### src/rtl/dm_mem_pkg.sv
package dm_mem_pkg;

  // ------------------------------------------------------------------
  // sizes
  // ------------------------------------------------------------------
  localparam int unsigned bus_width     = 32;
  localparam int unsigned dbg_addr_bits = 12;
  localparam int unsigned data_count    = 2;
  localparam int unsigned progbuf_size  = 8;
  // first aarsize that the window cannot serve
  localparam int unsigned max_aar       = 3;

  // index widths into the data registers and program buffer
  localparam int unsigned data_idx_bits    = (data_count > 1) ? $clog2(data_count) : 1;
  localparam int unsigned progbuf_idx_bits = (progbuf_size > 1) ? $clog2(progbuf_size) : 1;

  typedef logic [bus_width-1:0]     word_t;
  typedef logic [dbg_addr_bits-1:0] dbg_addr_t;

  // ------------------------------------------------------------------
  // address map, offsets inside the debug module page
  // ------------------------------------------------------------------
  localparam dbg_addr_t halted_addr       = 'h100;
  localparam dbg_addr_t going_addr        = 'h108;
  localparam dbg_addr_t resuming_addr     = 'h110;
  localparam dbg_addr_t exception_addr    = 'h118;
  localparam dbg_addr_t whereto_addr      = 'h300;
  localparam dbg_addr_t abs_cmd_base_addr = 'h338;
  localparam dbg_addr_t progbuf_base_addr = 'h360;
  localparam dbg_addr_t data_base_addr    = 'h380;
  localparam dbg_addr_t flags_base_addr   = 'h400;
  localparam dbg_addr_t flags_end_addr    = 'h7ff;
  localparam dbg_addr_t resume_addr       = 'h804;

  localparam dbg_addr_t data_end_addr    = dbg_addr_t'(data_base_addr + 4 * data_count - 1);
  localparam dbg_addr_t progbuf_end_addr = dbg_addr_t'(progbuf_base_addr + 4 * progbuf_size - 1);

  // ------------------------------------------------------------------
  // abstract commands
  // ------------------------------------------------------------------
  typedef enum logic [7:0] {
    access_register = 8'h0,
    quick_access    = 8'h1,
    access_memory   = 8'h2
  } cmdtype_e;

  typedef enum logic [2:0] {
    cmd_err_none          = 3'd0,
    cmd_err_not_supported = 3'd2,
    cmd_err_exception     = 3'd3,
    cmd_err_halt_resume   = 3'd4
  } cmderr_e;

  typedef struct packed {
    cmdtype_e    cmdtype;
    logic [23:0] control;
  } command_t;

  // access register view of the control field
  typedef struct packed {
    logic        zero1;
    logic [2:0]  aarsize;
    logic        aarpostincrement;
    logic        postexec;
    logic        transfer;
    logic        write;
    logic [15:0] regno;
  } ac_ar_cmd_t;

  // jal x0 with a signed byte offset, J-type immediate scramble
  function automatic word_t dm_jal(input logic [20:0] imm);
    return {imm[20], imm[10:1], imm[11], imm[19:12], 5'd0, 7'h6f};
  endfunction

endpackage

### src/rtl/dm_mem_bus_if.sv
`timescale 1ns/1ps

// hart side memory bus, one cycle per request and never stalled
interface dm_mem_bus_if import dm_mem_pkg::*; ();

  logic                   req;
  logic                   we;
  logic [bus_width-1:0]   addr;
  word_t                  wdata;
  // byte lane enables for writes
  logic [bus_width/8-1:0] be;

  // the top level drives the bus
  modport host (
    output req, we, addr, wdata, be
  );

  // decode blocks only observe it
  modport target (
    input req, we, addr, wdata, be
  );

endinterface

### src/rtl/dm_hart_if.sv
`timescale 1ns/1ps

// hart status towards the command FSM
interface dm_hart_if #(
  parameter int unsigned nr_harts = 2
) ();

  // registered per hart state
  logic [nr_harts-1:0] halted;
  logic [nr_harts-1:0] resuming;
  // pulses in the cycle of the matching write
  logic [nr_harts-1:0] halted_evt;
  logic                going;
  logic                exception;

  modport status (
    output halted, resuming, halted_evt, going, exception
  );

  modport ctrl (
    input halted, resuming, halted_evt, going, exception
  );

endinterface

### src/rtl/dm_cmd_fsm.sv
`timescale 1ns/1ps

module dm_cmd_fsm import dm_mem_pkg::*; #(
  parameter int unsigned  nr_harts  = 2,
  localparam int unsigned hart_bits = (nr_harts > 1) ? $clog2(nr_harts) : 1
) (
  input  logic                 clk_i,
  input  logic                 rst_ni,
  input  logic                 ndmreset_i,
  input  logic [hart_bits-1:0] hartsel_i,
  input  logic [nr_harts-1:0]  haltreq_i,
  input  logic [nr_harts-1:0]  resumereq_i,
  input  logic                 cmd_valid_i,
  input  command_t             cmd_i,
  dm_hart_if.ctrl              hart,
  output logic                 go_o,
  output logic                 resume_o,
  output logic                 cmdbusy_o,
  output logic                 cmderror_valid_o,
  output cmderr_e              cmderror_o
);

  // vectors padded to a power of two so any hartsel value indexes safely
  localparam int unsigned harts_al = 2 ** hart_bits;

  typedef enum logic [1:0] {st_idle, st_go, st_resume, st_exec} state_e;

  state_e              state_d, state_q;
  ac_ar_cmd_t          ac_ar;
  logic                unsupported;
  logic [harts_al-1:0] halted_al, resuming_al, halt_evt_al, haltreq_al, resumereq_al;

  assign halted_al    = harts_al'(hart.halted);
  assign resuming_al  = harts_al'(hart.resuming);
  assign halt_evt_al  = harts_al'(hart.halted_evt);
  assign haltreq_al   = harts_al'(haltreq_i);
  assign resumereq_al = harts_al'(resumereq_i);

  // ------------------------------------------------------------------
  // command check, only access register without postincrement
  // ------------------------------------------------------------------
  assign ac_ar       = ac_ar_cmd_t'(cmd_i.control);
  assign unsupported = (cmd_i.cmdtype != access_register) ||
                       (ac_ar.transfer && (ac_ar.regno[15:14] != 2'b00)) ||
                       (32'(ac_ar.aarsize) >= max_aar) ||
                       ac_ar.aarpostincrement;

  always_comb begin
    state_d          = state_q;
    go_o             = 1'b0;
    resume_o         = 1'b0;
    cmdbusy_o        = 1'b1;
    cmderror_valid_o = 1'b0;
    cmderror_o       = cmd_err_none;

    unique case (state_q)
      st_idle: begin
        cmdbusy_o = 1'b0;
        if (cmd_valid_i && halted_al[hartsel_i] && !unsupported) begin
          state_d = st_go;
        end else if (cmd_valid_i) begin
          // hart has to be halted for any command
          cmderror_valid_o = 1'b1;
          cmderror_o       = cmd_err_halt_resume;
        end
        // resume only a halted hart that is not asked to halt again
        if (resumereq_al[hartsel_i] && !resuming_al[hartsel_i] &&
            !haltreq_al[hartsel_i] && halted_al[hartsel_i]) begin
          state_d = st_resume;
        end
      end
      st_go: begin
        // hart polls go in the flags, then reports going
        go_o = 1'b1;
        if (hart.going) begin
          state_d = st_exec;
        end
      end
      st_resume: begin
        resume_o = 1'b1;
        if (resuming_al[hartsel_i]) begin
          state_d = st_idle;
        end
      end
      st_exec: begin
        // command done once the hart parks in halted again
        if (halt_evt_al[hartsel_i]) begin
          state_d = st_idle;
        end
      end
      default: state_d = st_idle;
    endcase

    // later checks win
    if (cmd_valid_i && unsupported) begin
      cmderror_valid_o = 1'b1;
      cmderror_o       = cmd_err_not_supported;
    end
    if (hart.exception) begin
      cmderror_valid_o = 1'b1;
      cmderror_o       = cmd_err_exception;
    end

    // harts in reset get no go or resume
    if (ndmreset_i) begin
      state_d  = st_idle;
      go_o     = 1'b0;
      resume_o = 1'b0;
    end
  end

  always_ff @(posedge clk_i or negedge rst_ni) begin
    if (!rst_ni) begin
      state_q <= st_idle;
    end else begin
      state_q <= state_d;
    end
  end

  a_go_resume_excl: assert property (
    @(posedge clk_i) disable iff (!rst_ni) !(go_o && resume_o));

  // busy only ends on a halted event, a resuming hart or a non-debug reset
  a_busy_end: assert property (
    @(posedge clk_i) disable iff (!rst_ni)
    $fell(cmdbusy_o) |->
      $past(halt_evt_al[hartsel_i] || resuming_al[hartsel_i] || ndmreset_i));

endmodule

### src/rtl/dm_hart_status.sv
`timescale 1ns/1ps

module dm_hart_status import dm_mem_pkg::*; #(
  parameter int unsigned  nr_harts  = 2,
  localparam int unsigned hart_bits = (nr_harts > 1) ? $clog2(nr_harts) : 1
) (
  input  logic                 clk_i,
  input  logic                 rst_ni,
  input  logic                 ndmreset_i,
  input  logic [hart_bits-1:0] hartsel_i,
  input  logic                 clear_resumeack_i,
  dm_mem_bus_if.target         bus,
  dm_hart_if.status            hart
);

  logic [nr_harts-1:0]  halted_d, halted_q;
  logic [nr_harts-1:0]  resuming_d, resuming_q;
  // notifying hart writes its own index
  logic [hart_bits-1:0] wdata_hart;
  dbg_addr_t            addr;

  assign wdata_hart = bus.wdata[hart_bits-1:0];
  assign addr       = bus.addr[dbg_addr_bits-1:0];

  always_comb begin
    halted_d       = halted_q;
    resuming_d     = resuming_q;
    hart.halted_evt = '0;
    hart.going      = 1'b0;
    hart.exception  = 1'b0;

    // debugger acknowledged the resume
    if (clear_resumeack_i) begin
      resuming_d[hartsel_i] = 1'b0;
    end

    if (bus.req && bus.we) begin
      unique case (addr)
        halted_addr: begin
          halted_d[wdata_hart]        = 1'b1;
          hart.halted_evt[wdata_hart] = 1'b1;
        end
        going_addr: hart.going = 1'b1;
        resuming_addr: begin
          // hart left debug mode, stays resuming until acked
          halted_d[wdata_hart]   = 1'b0;
          resuming_d[wdata_hart] = 1'b1;
        end
        exception_addr: hart.exception = 1'b1;
        default: ;
      endcase
    end

    // a hart in reset is neither halted nor resuming
    if (ndmreset_i) begin
      halted_d   = '0;
      resuming_d = '0;
    end
  end

  always_ff @(posedge clk_i or negedge rst_ni) begin
    if (!rst_ni) begin
      halted_q   <= '0;
      resuming_q <= '0;
    end else begin
      halted_q   <= halted_d;
      resuming_q <= resuming_d;
    end
  end

  assign hart.halted   = halted_q;
  assign hart.resuming = resuming_q;

  // a halted write parks the hart unless it is held in reset
  a_halt_evt_sets: assert property (
    @(posedge clk_i) disable iff (!rst_ni)
    ((hart.halted_evt != '0) && !ndmreset_i) |=>
      ((hart.halted & $past(hart.halted_evt)) != '0));

endmodule

### src/rtl/dm_data_window.sv
`timescale 1ns/1ps

module dm_data_window import dm_mem_pkg::*; (
  dm_mem_bus_if.target           bus,
  input  word_t [data_count-1:0] data_i,
  output word_t [data_count-1:0] data_o,
  output logic                   data_valid_o
);

  dbg_addr_t                addr;
  logic                     in_data;
  logic [data_idx_bits-1:0] idx;

  assign addr    = bus.addr[dbg_addr_bits-1:0];
  assign in_data = (addr >= data_base_addr) && (addr <= data_end_addr);
  // word index inside the data region
  assign idx     = data_idx_bits'(addr[dbg_addr_bits-1:2] - data_base_addr[dbg_addr_bits-1:2]);

  // ------------------------------------------------------------------
  // byte merge, unselected lanes keep the debugger side value
  // ------------------------------------------------------------------
  always_comb begin
    data_o       = data_i;
    data_valid_o = 1'b0;
    if (bus.req && bus.we && in_data) begin
      data_valid_o = 1'b1;
      for (int b = 0; b < bus_width / 8; b++) begin
        if (bus.be[b]) begin
          data_o[idx][8*b +: 8] = bus.wdata[8*b +: 8];
        end
      end
    end
  end

  // the debugger latches data_o whenever valid is high
  always_comb begin
    if (data_valid_o) begin
      a_valid_write: assert (bus.req && bus.we);
    end
  end

endmodule

### src/rtl/dm_read_mux.sv
`timescale 1ns/1ps

module dm_read_mux import dm_mem_pkg::*; #(
  parameter int unsigned  nr_harts  = 2,
  localparam int unsigned hart_bits = (nr_harts > 1) ? $clog2(nr_harts) : 1
) (
  input  logic                    clk_i,
  input  logic                    rst_ni,
  input  logic [hart_bits-1:0]    hartsel_i,
  input  logic [nr_harts-1:0]     resumereq_i,
  input  logic                    go_i,
  input  logic                    resume_i,
  input  logic                    cmdbusy_i,
  input  command_t                cmd_i,
  input  word_t [data_count-1:0]  data_i,
  input  word_t [progbuf_size-1:0] progbuf_i,
  dm_mem_bus_if.target            bus,
  output word_t                   rdata_o
);

  localparam int unsigned harts_al = 2 ** hart_bits;

  dbg_addr_t           addr;
  dbg_addr_t           hart_off;
  dbg_addr_t           flag_off;
  logic [harts_al-1:0] resumereq_al;
  ac_ar_cmd_t          ac_ar;
  word_t               rdata_d, rdata_q;

  assign addr         = bus.addr[dbg_addr_bits-1:0];
  assign hart_off     = dbg_addr_t'(hartsel_i);
  // word aligned offset into the flags region
  assign flag_off     = {addr[dbg_addr_bits-1:2], 2'b00} - flags_base_addr;
  assign resumereq_al = harts_al'(resumereq_i);
  assign ac_ar        = ac_ar_cmd_t'(cmd_i.control);

  always_comb begin
    // hold the last read value between reads
    rdata_d = rdata_q;
    if (bus.req && !bus.we) begin
      // unmapped and abstract command area read as zero
      rdata_d = '0;
      if (addr == whereto_addr) begin
        // --------------------------------------------------------------
        // whereto, jump target for the hart leaving the park loop
        // --------------------------------------------------------------
        if (resumereq_al[hartsel_i]) begin
          rdata_d = dm_jal(21'(resume_addr) - 21'(whereto_addr));
        end
        // a running command takes priority over resume
        if (cmdbusy_i) begin
          // no transfer with postexec skips straight to the program buffer
          if (cmd_i.cmdtype == access_register && !ac_ar.transfer && ac_ar.postexec) begin
            rdata_d = dm_jal(21'(progbuf_base_addr) - 21'(whereto_addr));
          end else begin
            rdata_d = dm_jal(21'(abs_cmd_base_addr) - 21'(whereto_addr));
          end
        end
      end else if (addr >= data_base_addr && addr <= data_end_addr) begin
        rdata_d = data_i[data_idx_bits'(addr[dbg_addr_bits-1:2] -
                                        data_base_addr[dbg_addr_bits-1:2])];
      end else if (addr >= progbuf_base_addr && addr <= progbuf_end_addr) begin
        rdata_d = progbuf_i[progbuf_idx_bits'(addr[dbg_addr_bits-1:2] -
                                              progbuf_base_addr[dbg_addr_bits-1:2])];
      end else if (addr >= flags_base_addr && addr <= flags_end_addr) begin
        // four harts share a word, one flag byte each
        if (flag_off == (hart_off & ~dbg_addr_t'(3))) begin
          rdata_d[{hart_off[1:0], 3'b000} +: 8] = {6'b0, resume_i, go_i};
        end
      end
    end
  end

  always_ff @(posedge clk_i or negedge rst_ni) begin
    if (!rst_ni) begin
      rdata_q <= '0;
    end else begin
      rdata_q <= rdata_d;
    end
  end

  assign rdata_o = rdata_q;

endmodule

### src/rtl/dm_mem.sv
`timescale 1ns/1ps

module dm_mem import dm_mem_pkg::*; #(
  parameter int unsigned  nr_harts  = 2,
  localparam int unsigned hart_bits = (nr_harts > 1) ? $clog2(nr_harts) : 1
) (
  input  logic                     clk_i,
  input  logic                     rst_ni,
  output logic [nr_harts-1:0]      debug_req_o,
  input  logic                     ndmreset_i,
  input  logic [hart_bits-1:0]     hartsel_i,
  // from the control and status registers
  input  logic [nr_harts-1:0]      haltreq_i,
  input  logic [nr_harts-1:0]      resumereq_i,
  input  logic                     clear_resumeack_i,
  output logic [nr_harts-1:0]      halted_o,
  output logic [nr_harts-1:0]      resuming_o,
  input  word_t [progbuf_size-1:0] progbuf_i,
  input  word_t [data_count-1:0]   data_i,
  output word_t [data_count-1:0]   data_o,
  output logic                     data_valid_o,
  // abstract command interface
  input  logic                     cmd_valid_i,
  input  command_t                 cmd_i,
  output logic                     cmderror_valid_o,
  output cmderr_e                  cmderror_o,
  output logic                     cmdbusy_o,
  // hart memory bus
  input  logic                     req_i,
  input  logic                     we_i,
  input  logic [bus_width-1:0]     addr_i,
  input  word_t                    wdata_i,
  input  logic [bus_width/8-1:0]   be_i,
  output word_t                    rdata_o
);

  dm_mem_bus_if             bus ();
  dm_hart_if #(.nr_harts(nr_harts)) hart ();

  logic go, resume, cmdbusy;

  // ------------------------------------------------------------------
  // host side of the bus bundle
  // ------------------------------------------------------------------
  assign bus.req   = req_i;
  assign bus.we    = we_i;
  assign bus.addr  = addr_i;
  assign bus.wdata = wdata_i;
  assign bus.be    = be_i;

  // halt requests go straight to the harts
  assign debug_req_o = haltreq_i;
  assign halted_o    = hart.halted;
  assign resuming_o  = hart.resuming;
  assign cmdbusy_o   = cmdbusy;

  dm_cmd_fsm #(.nr_harts(nr_harts)) u_cmd_fsm (
    .clk_i, .rst_ni, .ndmreset_i, .hartsel_i, .haltreq_i, .resumereq_i,
    .cmd_valid_i, .cmd_i,
    .hart             (hart.ctrl),
    .go_o             (go),
    .resume_o         (resume),
    .cmdbusy_o        (cmdbusy),
    .cmderror_valid_o,
    .cmderror_o
  );

  dm_hart_status #(.nr_harts(nr_harts)) u_hart_status (
    .clk_i, .rst_ni, .ndmreset_i, .hartsel_i, .clear_resumeack_i,
    .bus  (bus.target),
    .hart (hart.status)
  );

  dm_data_window u_data_window (
    .bus (bus.target),
    .data_i, .data_o, .data_valid_o
  );

  dm_read_mux #(.nr_harts(nr_harts)) u_read_mux (
    .clk_i, .rst_ni, .hartsel_i, .resumereq_i,
    .go_i      (go),
    .resume_i  (resume),
    .cmdbusy_i (cmdbusy),
    .cmd_i, .data_i, .progbuf_i,
    .bus       (bus.target),
    .rdata_o
  );

endmodule

### config.mk
export PLATFORM = sky130hd
export DESIGN_NAME = dm_mem
export DESIGN_NICKNAME = d
export VERILOG_FILES = /design/src/rtl/dm_mem_pkg.sv /design/src/rtl/dm_mem_bus_if.sv /design/src/rtl/dm_hart_if.sv /design/src/rtl/dm_cmd_fsm.sv /design/src/rtl/dm_hart_status.sv /design/src/rtl/dm_data_window.sv /design/src/rtl/dm_read_mux.sv /design/src/rtl/dm_mem.sv
export SDC_FILE = /design/constraint.sdc
export NUM_CORES = 1
export LEC_CHECK = 0
export BUFFER_PORTS_ARGS = -buffer_cell sky130_fd_sc_hd__buf_4
export CORE_AREA = 2 2 210 212
export CTS_CLUSTER_SIZE = 28
export DETAILED_ROUTE_END_ITERATION = 10
export DIE_AREA = 0 0 212 214
export PLACE_DENSITY_LB_ADDON = 0.1
export SLEW_MARGIN = 0
export SYNTH_ARGS = -nofsm -noshare
export SYNTH_HDL_FRONTEND = slang
export SYNTH_SLANG_ARGS = --single-unit
### constraint.sdc
create_clock -name clk_i -period 1.4 [get_ports clk_i]
set_input_delay 0 -clock clk_i [delete_from_list [all_inputs] [get_ports clk_i]]
set_output_delay 0 -clock clk_i [all_outputs]
set_load 0.01 [all_outputs]
# ---- After elaboration in Yosys (flattened, before gate mapping)
# Cells that the tools add are included.
# W data, S select, Z words.
dict set report word_totals {
  ram_bits 0
  in_bits 432
  reg_bits 38
  latch_bits 0
  rom_bits 0
  memories 0
  wordCells 160
}
dict set report op_classes {
  bitwise 7
  n_shift 2
  order_cmp 14
  reduce_logical 35
  mul 0
  n_div 0
  n_eq_ne 12
  muxes 82
  addsub 4
}
# operator n
set ops {}
lappend ops {{$mux W64} 8}
lappend ops {{$mux W32} 10}
lappend ops {{$bwmux W64} 4}
lappend ops {{$demux W32 S1} 4}
lappend ops {{$bmux W32 S3} 1}
lappend ops {{$eq A12 B9 Y1 const B} 4}
lappend ops {{$and A32 B32 Y32} 1}
lappend ops {{$shift A8 B7 Y32 const A} 1}
lappend ops {{$shiftx A8 B7 Y32} 1}
lappend ops {{$mux W31} 1}
lappend ops {{$mux W2} 14}
lappend ops {{$mux W1} 27}
lappend ops {{$mux W27} 1}
lappend ops {{$ge A12 B10 Y1 const B} 2}
lappend ops {{$le A12 B10 Y1 const B} 2}
lappend ops {{$mux W24} 1}
lappend ops {{$logic_and A1 B1 Y1} 18}
lappend ops {{$mux W16} 1}
lappend ops {{$mux W3} 5}
lappend ops {{$eq A12 B10 Y1 const B} 1}
lappend ops {{$ge A12 B11 Y1 const B} 1}
lappend ops {{$le A12 B11 Y1 const B} 1}
lappend ops {{$logic_not A12 Y1} 1}
lappend ops {{$sub A12 B11 Y12 const B} 1}
lappend ops {{other kinds (28)} 45}

# ---- Depth between registers and ports, before layout
dict set report depth {
  depth_word 17
  depth_mapped 8
  depth_no_buf 6
}

# ---- Modules after synthesis
# A second synthesis with hierarchy kept.
dict set report hier_totals {
  cells_unflattened 472
  area_unflattened_um2 5499.0
}
# mod cells_each area_per_inst_um2 n_inst seq_area_each_um2
set by_module_without_submodules {}
lappend by_module_without_submodules {dm_read_mux 326 3956.3 1 800.8}
lappend by_module_without_submodules {dm_data_window 81 920.9 1 0.0}
lappend by_module_without_submodules {dm_hart_status 31 319.1 1 100.1}
lappend by_module_without_submodules {dm_cmd_fsm 32 287.8 1 50.0}
lappend by_module_without_submodules {dm_mem 2 15.0 1 0.0}

# ---- Worst setup path after synthesis
# No wires, ideal clock.
dict set report synth_timing {
  kind {input -> register}
  startpoint {input addr_i[2]}
  endpoint {register u_read_mux.rdata_q[17] (netlist: u_read_mux.rdata_o[17])}
  arrival_time_ns 1.436
  stages 6
  setup_slack_ns -0.169
  required_ns 1.267
  cell_sequence {buf_2 -> buf_4 -> buf_2 -> mux4_2 -> mux2i_1 -> o21ai_0}
}
dict set report synth_between {
  elab_chain_len 7
  elab_cells_between_ends 23
}
# element line
set synth_rtl {}
lappend synth_rtl {{start: declaration} dm_mem.sv:31} ;# input logic [bus_width-1:0] addr_i,
lappend synth_rtl {{$sub A12 B11 Y12} dm_read_mux.sv:33} ;# assign flag_off = {addr[dbg_addr_bits-1:2], 2'b00} - flags_base_addr;
lappend synth_rtl {{$logic_not A12 Y1} dm_read_mux.sv:67} ;# if (flag_off == (hart_off & ~dbg_addr_t'(3))) begin
lappend synth_rtl {{$mux W32} dm_read_mux.sv:67}
lappend synth_rtl {{$mux W32} dm_read_mux.sv:65} ;# end else if (addr >= flags_base_addr && addr <= flags_end_addr) begin
lappend synth_rtl {{$mux W32} dm_read_mux.sv:62} ;# end else if (addr >= progbuf_base_addr && addr <= progbuf_end_addr) begin
lappend synth_rtl {{$mux W32} dm_read_mux.sv:59} ;# end else if (addr >= data_base_addr && addr <= data_end_addr) begin
lappend synth_rtl {{$mux W32 (*)} dm_read_mux.sv:43} ;# if (addr == whereto_addr) begin
lappend synth_rtl {{end signal: assignment} dm_read_mux.sv:78} ;# rdata_q <= rdata_d;
lappend synth_rtl {{end: declaration} dm_read_mux.sv:28} ;# word_t rdata_d, rdata_q;
# Mark *: on every way between the ends. The rest lies on a longest branch, timed or not. The select of a mux whose other input is x is not followed.
# A chain may end at the register's enable or synchronous reset.

==> impl_metrics.tcl <==
set metrics [dict create \
    ys_ff_latch 38 \
    synth_cells 460 \
    power.leakage_nw 5.216 \
    grt_first_pass_wirelength_um 49600 \
    grt_pass1_vias 7252 \
    finalHoldWorstSlack_ps 41.78 \
    fin_setup_tns_ps -6740 \
    syn_area_sq_mm 0.005151 \
    drc_errors 0 \
    clock_skew_ps 2.505 \
    core-area_sq_mm 0.04289 \
    power_density_mw_per_mm2 454.3 \
    synth_edf_count 0 \
    via_count 6504 \
    ff2ff_path_depth 7 \
    reg2reg_to "u_read_mux.rdata_o[0]" \
    worst-setup-path-type "input port to output port" \
    hold_violations 0 \
    wl_per_cell_um 21.43 \
    fp.dieW_um 212 \
    synth-main-ff-cell "dfrtp_1" \
    hp-start "cmd_valid_i" \
    clk_pin_slew_worst_paths_ps 60 \
    max-cap-violations 0 \
    placed_area_sq_mm 0.01039 \
    ant_nets 0 \
    cts_buffer_depth 2 \
    timing.rr.start "u_cmd_fsm.state_q[1]" \
    htreeDepth 2 \
    die_h_um 214 \
    fin_util 0.2593 \
    cp_max_fo 8 \
    min_period_over_period 1.112 \
    r2r_setup_slack_ps 30 \
    antenna_found_initial 1 \
    cp-end-kind "output port" \
    overflow 0 \
    outcome "complete, but fails checks" \
    cts_buffers 5 \
    io_buffers 503 \
    arrival_ps 1560 \
    dpl.hpwl_um 30350 \
    fmax_ghz 0.6422 \
    cts_root_buffer "clkbuf_16" \
    cts_tree "built" \
    setup.worst_path.start_class "input port" \
    clkSinkCount 38 \
    slew_headroom 0.5858 \
    drive_gt1_frac 0.7591 \
    clock_latency_ps 290 \
    wl_um 34860 \
    die_area_sq_mm 0.04537 \
    antenna_cells 0 \
    setup_ws_ps -157.2 \
    violations "negative setup slack" \
    crit_required_ps 1400 \
    ir_drop_v 0.0003292 \
    syn_area_per_cell_sq_um 11.20 \
    hp-class "input port to flop" \
    setup-violations-final 65 \
    viasPerCell 3.998 \
    hold_depth 3 \
    ioPinCount 540 \
    syn_to_final_growth_pct 115.9 \
    postLayoutCellArea_sq_mm 0.01112 \
    grt_max_degree 39 \
    yosysSeqAreaShare 0.1846 \
    start_util 0.1201 \
    syn-num-nets 892 \
    fin_crit_ps 1557 \
    ys_async_sr_fraction 1.000 \
    maxSlewViolCount 0 \
    std_cell_rows 76 \
    worst_pin_slew_ps 621.4 \
    routabilityCongestion 0.8125 \
    grtUsageTotal 0.1499 \
    power_mw 5.051 \
    grt_setup_unrepaired "yes" \
    nNetsFinal 1473 \
    drt_iter0_drc 135 \
    ys_warn_count 0 \
    synth_cell_types 50 \
    hold_end "u_cmd_fsm.state_q[0]" \
    drt_pass1_iterations 4 \
]
## critical path, cell delays in order
cell and delay, ps:
buf_8 100, nor4_4 330, nand3_4 150, nor3_4 210
buf_12 190, nand2_8 110, mux2_2 300, buf_4 150
## synthesized netlist by cell type (all sizes together), types with 2 or more instances
master   number  area (sq um)
a31oi         2         12.51
buf          26         140.1
nor3b         3         22.52
a21oi        11         55.05
a2bb2oi      17         148.9
mux4         63          1419
nand3b        2         15.01
and4          3         26.28
nand2        24         100.1
and4b         2         20.02
nor2         21         78.83
mux2i        63         630.6
o211ai        3         22.52
mux2         70         788.3
o22ai         7         43.79
nor3          4         31.28
o21ai        30         150.1
o2bb2ai       2         17.52
inv           6         22.52
nand3         6         35.03
o32a          2         20.02
nor4          6         52.55
o32ai         3         26.28
clkbuf       13         48.80
dfrtp        38         950.9
o22a          8         70.07
nor2b         4         25.02
nand4b        3         26.28
nand4         4         25.02
## per-stage QoR
stage	worst slack, ps	instances
2_1_floorplan	3.356	460
3_3_place_gp	-363.3	1602
3_5_place_dp	-375.7	1602
4_1_cts	-239.3	1622
5_1_grt	-209.5	1627
6_report	-157.2	1627
## worst max path at each step
| stage | startpoint | end | cells after the start |
|---|---|---|---|
| after global placement | addr_i[2] | u_read_mux.rdata_o[23] | 8 |
| after detailed placement | addr_i[2] | u_read_mux.rdata_o[9] | 8 |
| after CTS | addr_i[5] | data_o[5] | 8 |
| after global routing | addr_i[5] | data_o[31] | 8 |
| after floorplan | addr_i[4] | u_read_mux.rdata_o[0] | 7 |
| final | addr_i[5] | data_o[31] | 8 |
## area by class of cell
type	instances	area (sq um)
clock inverters	1	5.005
well taps	585	732.0
inverters	6	22.52
clock buffers	7	142.6
flip-flops and latches	38	950.9
repair buffers	613	4969
fillers	4585	31770
multi-input cells	377	4298
## flip-flops by register name (all words and copies together), names as in the netlist
| register | count |
|---|---|
| u_hart_status.hart.resuming | 2 |
| u_hart_status.hart.halted | 2 |
| u_cmd_fsm.state_q | 2 |
| u_read_mux.rdata_o | 32 |
## routing by layer
metal	global-route usage	share of wire	up-vias	wire length, um
li1	-	-	3052	-
met1	0.1741	0.39	3175	13730
met2	0.2820	0.54	264	18680
met3	0.03343	0.063	13	2179
met4	0.02277	0.0076	0	266
met5	0	0	-	0
## cells in the final DEF (no fill, tap or decap), types with 3 or more instances in the layout
cell type and instances:
buf_4 563, mux4_2 63, mux2_2 62, mux2i_1 59, dfrtp_1 38, o21ai_0 27, buf_6 27, nor2_1 17
a2bb2oi_1 17, buf_12 15, nand2_1 13, a21oi_1 10, mux2_4 8, o22a_1 8, nand2_8 7, o22ai_1 7
clkbuf_16 7, nand3_1 4, nor2_4 4, inv_1 4, nand4_1 4, nand2_2 3, nand4b_1 3, nor4_2 3
nor2b_1 3, mux2i_2 3, o211ai_1 3, dlygate4sd3_1 3
## report_power, final
group | switching (mW) | internal, mW
Clock | 0.519 | 0.709
Sequential | 0.0312 | 1.15
Combinational | 0.978 | 1.67
## logic make-up after synthesis
| kind of cell | after synthesis | synth area share |
|---|---|---|
| buf+inv | 45 | 0.04105 |
| flops | 38 | 0.1846 |
| xor+xnor | 1 | 0.001701 |
| simple gates | 90 | 0.1032 |
| mux | 196 | 0.5509 |
| compound gates | 90 | 0.1185 |
## timing repair
action,in CTS,in global routing
hold buffers,3,0
endpoints found under the hold margin,42,0
gates cloned,0,2
pin swaps,17,12
resized for setup,65,29
buffers inserted,11,3
endpoints found under the setup margin,76,80
(Power assumes the default switching activity.)
